<file path="src/hdl/cpu_pkg.sv">
`default_nettype none

package cpu_pkg;

  localparam int DATA_WIDTH    = 32;
  localparam int ADDR_WIDTH    = 12;
  localparam int MEM_WORDS     = 4096;
  localparam int REG_IDX_WIDTH = 5;
  localparam int FREE_WIDTH    = 13;                  // Bits 31..19 of the register view
  localparam int OFFSET_WIDTH  = 18;                  // Bits 31..14 of the memory view

  typedef logic [DATA_WIDTH-1:0] word_t;
  typedef logic [ADDR_WIDTH-1:0] addr_t;

  localparam addr_t RESET_PC = 12'd1;                 // First fetch address

  // Opcodes 6, 14 and 15 are unused and retire as no-ops
  typedef enum logic [3:0] {
    ADD = 4'd0,
    LW  = 4'd1,
    SW  = 4'd2,
    SUB = 4'd3,
    AND = 4'd4,
    MUL = 4'd5,
    OR  = 4'd7,
    XOR = 4'd8,
    BEQ = 4'd9,
    BNE = 4'd10,
    BLT = 4'd11,
    BGE = 4'd12,
    JMP = 4'd13
  } opcode_e;

  typedef struct packed {
    logic [FREE_WIDTH-1:0]    free;
    logic [REG_IDX_WIDTH-1:0] ra;
    logic [REG_IDX_WIDTH-1:0] rb;
    logic [REG_IDX_WIDTH-1:0] rd;
    opcode_e                  opcode;
  } instr_r_t;

  typedef struct packed {
    logic [OFFSET_WIDTH-1:0]  offset;                 // Signed word offset
    logic [REG_IDX_WIDTH-1:0] rb;
    logic [REG_IDX_WIDTH-1:0] rd;
    opcode_e                  opcode;
  } instr_m_t;

  typedef union packed {
    instr_r_t r;                                      // ALU, branch and jump view
    instr_m_t m;                                      // LW and SW view
  } instr_u;

endpackage

`default_nettype wire

</file>
<file path="src/hdl/pipe_if.sv">
`timescale 1ns/100ps
`default_nettype none


// Execute to writeback
interface ex_wb_if;
  logic            valid;
  cpu_pkg::addr_t  pc;
  cpu_pkg::instr_u instr;
  cpu_pkg::word_t  result;                            // ALU result
  logic            reg_we;
  logic            is_load;                           // Take data from memory instead
  logic            store_en;
  cpu_pkg::addr_t  store_addr;
  cpu_pkg::word_t  store_data;

  modport source (
    output valid, pc, instr, result, reg_we, is_load, store_en, store_addr, store_data
  );
  modport sink (
    input  valid, pc, instr, result, reg_we, is_load, store_en, store_addr, store_data
  );
endinterface

`default_nettype wire

</file>
<file path="src/hdl/writeback_stage.sv">
`timescale 1ns/100ps
`default_nettype none

module writeback_stage (
  input  logic                              clk,
  input  logic                              rst,
  ex_wb_if.sink                             xw,
  input  cpu_pkg::word_t                    mem_rdata_i,
  output logic                              rf_we_o,
  output logic [cpu_pkg::REG_IDX_WIDTH-1:0] rf_idx_o,
  output cpu_pkg::word_t                    rf_data_o,
  output logic [cpu_pkg::REG_IDX_WIDTH-1:0] wb_rd_o,
  output logic                              wb_we_o,
  output logic                              retire_valid_o,
  output cpu_pkg::addr_t                    retire_pc_o,
  output cpu_pkg::instr_u                   retire_instr_o,
  output logic                              retire_reg_we_o,
  output logic [cpu_pkg::REG_IDX_WIDTH-1:0] retire_rd_o,
  output cpu_pkg::word_t                    retire_value_o,
  output logic                              retire_store_o,
  output cpu_pkg::addr_t                    retire_store_addr_o,
  output cpu_pkg::word_t                    retire_store_data_o
);

  assign rf_we_o   = xw.valid && xw.reg_we;
  assign rf_idx_o  = xw.instr.r.rd;
  assign rf_data_o = xw.is_load ? mem_rdata_i : xw.result;  // Memory read lands now

  assign wb_rd_o = rf_idx_o;                          // Hazard report to decode
  assign wb_we_o = rf_we_o;

  always_ff @(posedge clk) begin
    if (!rst) begin
      retire_valid_o  <= 1'b0;
      retire_reg_we_o <= 1'b0;
      retire_store_o  <= 1'b0;
    end else begin
      retire_valid_o  <= xw.valid;
      retire_reg_we_o <= rf_we_o;
      retire_store_o  <= xw.valid && xw.store_en;
    end
  end

  always_ff @(posedge clk) begin
    retire_pc_o         <= xw.pc;
    retire_instr_o      <= xw.instr;
    retire_rd_o         <= rf_idx_o;
    retire_value_o      <= rf_data_o;
    retire_store_addr_o <= xw.store_addr;
    retire_store_data_o <= xw.store_data;
  end

endmodule

`default_nettype wire

</file>
<file path="src/flat_wrapper.sv">
// flat-port wrapper written by rule: the top's interface ports become plain ports
module writeback_stage_flat 
  (clk, rst, mem_rdata_i, rf_we_o, rf_idx_o, rf_data_o, wb_rd_o, wb_we_o, retire_valid_o, retire_pc_o, retire_instr_o, retire_reg_we_o, retire_rd_o, retire_value_o, retire_store_o, retire_store_addr_o, retire_store_data_o, xw_valid, xw_pc, xw_instr, xw_result, xw_reg_we, xw_is_load, xw_store_en, xw_store_addr, xw_store_data);
  ex_wb_if xw_i ();
  input  logic clk;
  input  logic rst;
  input  cpu_pkg::word_t mem_rdata_i;
  output logic rf_we_o;
  output logic [cpu_pkg::REG_IDX_WIDTH-1:0] rf_idx_o;
  output cpu_pkg::word_t rf_data_o;
  output logic [cpu_pkg::REG_IDX_WIDTH-1:0] wb_rd_o;
  output logic wb_we_o;
  output logic retire_valid_o;
  output cpu_pkg::addr_t retire_pc_o;
  output cpu_pkg::instr_u retire_instr_o;
  output logic retire_reg_we_o;
  output logic [cpu_pkg::REG_IDX_WIDTH-1:0] retire_rd_o;
  output cpu_pkg::word_t retire_value_o;
  output logic retire_store_o;
  output cpu_pkg::addr_t retire_store_addr_o;
  output cpu_pkg::word_t retire_store_data_o;
  input wire logic [$bits(xw_i.valid)-1:0] xw_valid;
  input wire logic [$bits(xw_i.pc)-1:0] xw_pc;
  input wire logic [$bits(xw_i.instr)-1:0] xw_instr;
  input wire logic [$bits(xw_i.result)-1:0] xw_result;
  input wire logic [$bits(xw_i.reg_we)-1:0] xw_reg_we;
  input wire logic [$bits(xw_i.is_load)-1:0] xw_is_load;
  input wire logic [$bits(xw_i.store_en)-1:0] xw_store_en;
  input wire logic [$bits(xw_i.store_addr)-1:0] xw_store_addr;
  input wire logic [$bits(xw_i.store_data)-1:0] xw_store_data;
  assign xw_i.valid = xw_valid;
  assign xw_i.pc = xw_pc;
  assign xw_i.instr = xw_instr;
  assign xw_i.result = xw_result;
  assign xw_i.reg_we = xw_reg_we;
  assign xw_i.is_load = xw_is_load;
  assign xw_i.store_en = xw_store_en;
  assign xw_i.store_addr = xw_store_addr;
  assign xw_i.store_data = xw_store_data;
  writeback_stage u_core (.clk(clk), .rst(rst), .xw(xw_i), .mem_rdata_i(mem_rdata_i), .rf_we_o(rf_we_o), .rf_idx_o(rf_idx_o), .rf_data_o(rf_data_o), .wb_rd_o(wb_rd_o), .wb_we_o(wb_we_o), .retire_valid_o(retire_valid_o), .retire_pc_o(retire_pc_o), .retire_instr_o(retire_instr_o), .retire_reg_we_o(retire_reg_we_o), .retire_rd_o(retire_rd_o), .retire_value_o(retire_value_o), .retire_store_o(retire_store_o), .retire_store_addr_o(retire_store_addr_o), .retire_store_data_o(retire_store_data_o));
endmodule
</file>
<file path="config.mk">
export PLATFORM = sky130hd
export DESIGN_NAME = writeback_stage_flat
export DESIGN_NICKNAME = d
export VERILOG_FILES = /design/src/hdl/cpu_pkg.sv /design/src/hdl/pipe_if.sv /design/src/hdl/writeback_stage.sv /design/src/flat_wrapper.sv
export SDC_FILE = /design/constraint.sdc
export NUM_CORES = 1
export LEC_CHECK = 0
export ABC_AREA = 1
export BUFFER_PORTS_ARGS = -buffer_cell sky130_fd_sc_hd__buf_2
export CORE_AREA = 2 2 128 130
export CTS_CLUSTER_SIZE = 40
export DETAILED_ROUTE_END_ITERATION = 10
export DIE_AREA = 0 0 130 132
export REMOVE_ABC_BUFFERS = 1
export SLEW_MARGIN = 10
export SYNTH_ARGS = -nofsm -noshare
export SYNTH_HDL_FRONTEND = slang
export SYNTH_SLANG_ARGS = --single-unit
</file>
<file path="constraint.sdc">
create_clock -name clk -period 0.8 [get_ports clk]
set_clock_uncertainty 0.05 [all_clocks]
set_input_delay 0.08 -clock clk [delete_from_list [all_inputs] [get_ports clk]]
set_output_delay 0.08 -clock clk [all_outputs]
set_load 0.01 [all_outputs]
</file>
==> metrics.md, run 1 <==
| Metric | Value |
|---|---|
| Starting density of the core | 0.1976 |
| CTS tree | yes |
| Area Overhead vs Synth | 139.5% |
| Vias | 3,432 |
| Die area | 17,160 µm² |
| Vias in the first global route | 3,606 |
| P_int | 0.01307 W |
| Post-synthesis cell count | 251 |
| Hold Crit Start | mem_rdata_i[1] |
| Critical Path End Type | output port |
| GP Congestion | 0.7629 |
| Critical path arrival | 0.86 ns |
| Final net count | 867 |
| Worst hold margin | -0.1373 ns |
| # Post-CTS Setup Buffers | 0 |
| Unrepaired setup endpoints after global routing | true |
| GR Layer Usage met2 | 0.2539 |
| Setup TNS Final | -20.78 ns |
| Clock Path Buffers | 2 |
| Routed WL per cell | 13.64 µm |
| CTS buffer count | 17 |
| Die Y | 132 µm |
| Post-synth EDFFs | 0 |
| Commonest cells post-synth | 123 x dfxtp_1, 88 x nand2_1, 16 x buf_4, 10 x nand2_2, 4 x inv_1 |
| Global-route wire length before repair | 17,930 µm |
| Crit-path max cell delay | 0.32 ns |
| Share of post-route cells with drive strength above 1 | 0.6371 |
| ANT cells | 0 |
| Final HPWL DP | 8793 µm |
| Post-synth top area cell | dfxtp_1 |
| Initial antenna violation count | 0 |
| Yosys top cell area share | 0.7932 |
| Synthesized area per cell | 12.37 µm² |
| Final total power | 0.01707 W |
| Worst EP required | 0.67 ns |
| Largest net degree at the start of global routing | 20 |
| GRT met1 Usage | 0.1290 |
| Maximum clock rate | 1011 MHz |
| Reg power frac | 0.392 |
| DR vias/cell | 3.659 |
| Final Max Slew Viols | 0 |
| Worst Setup Slack, final | -0.1893 ns |
| Violated checks | hold timing, setup timing |
| GRT busiest layer | met2 |
| Warning count from the yosys run | 0 |
| TritonCTS sink count | 123 |
| Max Cap Viol | 0 |
| Lkg Pwr | 3.820 nW |
| Clock transition at path regs | 0.06 ns |
| Cell with the most instances after synthesis | dfxtp_1 |
| Worst VDD drop | 0.001277 V |
| Final hold violations | 4 |
| Post-detailed-route count of antenna-violating nets | 0 |
| Status | finished with violations |
| Switching portion of total power | 0.2342 |
| Worst path slowest cell | dfxtp_1 |
| Fin crit share | 1.237 |
| Cell Area, Synth | 3104 µm² |
| Crit path max fanout | 1 |
| Rows | 46 |
| Die Wd | 130 µm |
| Synth unique cells | 10 |
| DRT iter0 DRCs | 43 |
| Critical path class | reg2out |
| Fin crit period | 0.9893 ns |
| Core Area | 15,710 µm² |
| Clock Power Share | 0.467 |
| Synth area leaders | dfxtp_1 79%, nand2_1 11%, buf_4 3.9% |
| Hold path cells | 3 |
| Seq/Total Area, Yosys | 0.7932 |
| Final setup violation count | 131 |
| Routed WL | 12,800 µm |
| PD cells | 2296 nW/µm² |
| Top Ports | 330 |
| Max-slew headroom | 0.8806 |
| Pre-antenna DRT Iters | 4 |
| Root buffer cell | clkbuf_16 |
| Crit path cell chain | buf_2 |
| M3 GR Usage | 0.06737 |
| Startpoint Class | flop |
| Delay-heaviest family, CP | flip-flops |
| Port bufs | 329 |
| CTS H-tree depth | 4 |
| Ys async rst share | 0 |
| Hold-fix buffers, CTS | 121 |
| DRC viols | 0 |
| Ys flop type | dfxtp_1 |
| FF+latch count, synth | 123 |
| Worst Path Buf+Inv | 1 |
| Comb pwr share | 0.141 |
| Switching pwr | 0.003998 W |
| Total global routing overflow | 0 |
| Hold crit path type | in2reg |
| Worst slew pin tran | 0.1790 ns |
| Gr usage total | 0.1386 |
| Hold EP | u_core.retire_value_o[1] |
cell usage in the layout, fill, tap and decap left out, drive strengths merged:
| cell type | n |
|---|---|
| bufinv | 3 |
| nor2 | 2 |
| dlymetal6s4s | 7 |
| clkinvlp | 2 |
| dfxtp | 123 |
| clkbuf | 22 |
| dlygate4sd3 | 113 |
| inv | 13 |
| clkinv | 3 |
| nand2 | 98 |
| buf | 336 |
layer usage:
| metal | share of wire | routed length, µm |
|---|---|---|
| met5 | 0 | 0 |
| met4 | 0.021 | 274 |
| met3 | 0.11 | 1379 |
| met2 | 0.53 | 6732 |
| met1 | 0.34 | 4409 |
final cells by class:
type / count / area [µm²]
Clock buffer: 18 / 439.2
Clock inverter: 14 / 182.7
Fill cell: 1436 / 8279
Inverter: 5 / 26.28
Multi-Input combinational cell: 100 / 417.9
Sequential cell: 123 / 2547
Tap cell: 216 / 270.3
Timing Repair Buffer: 460 / 3525
Timing Repair inverter: 2 / 25.02
tightest hold or removal path: stages:
cell     delay [ns]
buf_2          0.07
nand2_1        0.04
nand2_1        0.08
power by group through the flow:
stage                     Combinational [W]  Clock [W]  Sequential, W
final                               0.00241    0.00798        0.00669
after global routing                0.00259    0.00856        0.00672
after floorplan                    0.000245          0        0.00694
after CTS                           0.00217    0.00827        0.00663
after global placement              0.00151          0        0.00672
after detailed placement            0.00152          0        0.00673
cells by family (layout without fill, tap and decap cells):
family | Yosys count | count (layout) | synth area share
AND/OR/NAND/NOR | 100 | 100 | 0.1290
flip-flops | 123 | 123 | 0.7932
buffers and inverters | 28 | 499 | 0.07779
repair_timing:
item	CTS	global route
endpoints found under the hold margin	123	4
cloned	2	5
setup endpoints to repair	160	176
resized for setup	70	104
pin swaps	0	1
how the worst max path moves through the flow:
stage                                         from  slack (ns)           endpoint  cells past startpoint
after CTS                 u_core.retire_instr_o[6]       -0.22     retire_rd_o[2]                      1
after global placement                  xw_is_load       -0.15       rf_data_o[6]                      5
after floorplan           u_core.retire_instr_o[4]        0.27  retire_instr_o[4]                      0
after global routing         u_core.retire_pc_o[2]       -0.24     retire_pc_o[2]                      1
after detailed placement                xw_is_load       -0.14       rf_data_o[6]                      5
final                        u_core.retire_pc_o[2]       -0.19     retire_pc_o[2]                      1
state kept, by name, summed over array words and instances (netlist names):
name                        flops
u_core.retire_instr_o          32
u_core.retire_pc_o             12
u_core.retire_reg_we_o          1
u_core.retire_store_addr_o     12
u_core.retire_store_data_o     32
u_core.retire_store_o           1
u_core.retire_valid_o           1
u_core.retire_value_o          32
stage by stage:
stage	instances	worst slack [ns]	utilization	cell area (µm²)
floorplan	228	0.2749	-	2889
global placement	779	-0.1538	0.3095	4863
detailed placement	779	-0.1351	0.3095	4863
CTS	934	-0.2177	0.4423	6949
global route	938	-0.2414	0.4731	7433
finish	938	-0.1893	0.4731	7433
Note: power is estimated with default switching activity, not from simulation.
==> run 2, diff against run 1 <==
--- a/config.mk
+++ b/config.mk
@@ -8,6 +8,7 @@
 export ABC_AREA = 1
 export BUFFER_PORTS_ARGS = -buffer_cell sky130_fd_sc_hd__buf_2
 export CORE_AREA = 2 2 128 130
+export CTS_BUF_LIST = sky130_fd_sc_hd__clkbuf_16
 export CTS_CLUSTER_SIZE = 40
 export DETAILED_ROUTE_END_ITERATION = 10
 export DIE_AREA = 0 0 130 132
==> metrics.md, run 2 (synthesis gave the netlist of run 1 again) <==
| Metric | Value |
|---|---|
| Status | finished with violations |
| Violated checks | hold timing, setup timing |
| Critical path class | reg2out |
| Commonest non-fill, non-tap cell in the layout | buf_2 |
| Fill cells | 1,440 |
| Clock Path Buffers | 2 |
| # Post-CTS Setup Buffers | 0 |
| Hold crit path type | in2reg |
| Vias | 3,431 |
| Lkg Pwr | 3.814 nW |
| Final Cell Area | 7423 µm² |
| Global-route wire length before repair | 17,900 µm |
| Core Area | 15,710 µm² |
| Fin crit share | 1.236 |
| Die Wd | 130 µm |
| Worst Path Buf+Inv | 1 |
| Critical Path End Type | output port |
| Largest regs | u_core.retire_instr_o x32, u_core.retire_store_data_o x32, u_core.retire_value_o x32 |
| Max Used Layer | met4 |
| DR vias/cell | 3.658 |
| Crit path max fanout | 2 |
| Final HPWL DP | 8793 µm |
| Worst VDD drop | 0.001275 V |
| Final hold violations | 4 |
| Root buffer cell | clkbuf_16 |
| Setup TNS Final | -20.74 ns |
| DRC viols | 0 |
| Cell area after placement | 4863 µm² |
| CTS buffer count | 17 |
| DRT iter0 DRCs | 47 |
| Vias in the first global route | 3,608 |
| Maximum clock rate | 1011 MHz |
| Pre-antenna DRT Iters | 4 |
| Fin util | 0.4724 |
| Share of post-route cells with drive strength above 1 | 0.6357 |
| Starting density of the core | 0.1976 |
| Max-slew headroom | 0.8809 |
| ANT cells | 0 |
| WL met1 | 4418 µm |
| Delay-heaviest family, CP | flip-flops |
| Area Overhead vs Synth | 139.1% |
| CTS tree | yes |
| Crit path cell chain | buf_6 |
| Die area | 17,160 µm² |
| Worst Setup Slack, final | -0.1889 ns |
| Worst slew pin tran | 0.1786 ns |
| Unrepaired setup endpoints after global routing | true |
| Worst EP required | 0.67 ns |
| Rows | 46 |
| Routed WL | 12,810 µm |
| Port bufs | 329 |
| Largest net degree at the start of global routing | 20 |
| Worst hold margin | -0.1341 ns |
| Metal2 WL | 6763 µm |
| Final setup violation count | 132 |
| Routed WL per cell | 13.65 µm |
| Fin crit period | 0.9889 ns |
| Most frequent cells in the layout | 255 x buf_2, 113 x dlygate4sd3_1, 81 x nand2_1 |
| Non-filler instance count after layout | 938 |
| Worst path slowest cell | dfxtp_2 |
| Clock transition at path regs | 0.06 ns |
| CTS H-tree depth | 4 |
| Cells after DPL | 779 |
| GP Congestion | 0.7629 |
| WL met3 | 1395 µm |
| Die Y | 132 µm |
| Final net count | 867 |
| Post-detailed-route count of antenna-violating nets | 0 |
| PD cells | 2286 nW/µm² |
| TritonCTS sink count | 123 |
| Final Max Slew Viols | 0 |
| Gr usage total | 0.1384 |
| Max Cap Viol | 0 |
| Startpoint Class | flop |
| Top Ports | 330 |
| Total global routing overflow | 0 |
| Crit-path max cell delay | 0.34 ns |
| Initial antenna violation count | 0 |
| Critical path arrival | 0.86 ns |
| Hold-fix buffers, CTS | 121 |
## run 2: timing repair
action / in CTS / in global routing
gates resized for setup: 70 / 104
gates cloned: 2 / 5
pin swaps: 0 / 1
hold endpoints to repair: 123 / 4
endpoints found under the setup margin: 160 / 176
## run 2: per-stage QoR
stage | power (W) | worst slack (ns)
detailed placement | 0.008243 | -0.1351
floorplan | 0.007182 | 0.2749
CTS | 0.01698 | -0.2177
global placement | 0.008229 | -0.1538
global route | 0.01776 | -0.2414
finish | 0.01697 | -0.1889
## run 2: path summary, 6_finish.rpt
check             cells past startpoint                       end                      from
hold / removal                        3  u_core.retire_value_o[1]              xw_result[1]
setup / recovery                      1            retire_rd_o[0]  u_core.retire_instr_o[4]
## run 2: final cells by class
cell class	count	area (µm²)	share of cell area
clock buffer	17	425.4	0.05731
timing repair inverter	2	25.02	0.003371
sequential	123	2547	0.3432
inverter	5	26.28	0.003540
timing repair buffer	460	3525	0.4748
multi-input combinational	100	417.9	0.05630
clock inverter	15	186.4	0.02511
tap	216	270.3	0.03641
## run 2: metal layers
layer	GRT usage	vias to the layer above
met1	0.1277	1526
met5	0	-
met4	0.05795	0
met3	0.06737	18
li1	-	1671
met2	0.2545	216
## run 2: power breakdown
group          total [W]  internal [W]  switching, W
logic            0.00241       0.00147      0.000935
registers        0.00669       0.00654      0.000143
clock network    0.00788       0.00496       0.00292
## run 2: tightest hold or removal path: cells and delay by family
family,cells,cell delay [ns]
simple gates,2,0.12
buf+inv,1,0.08
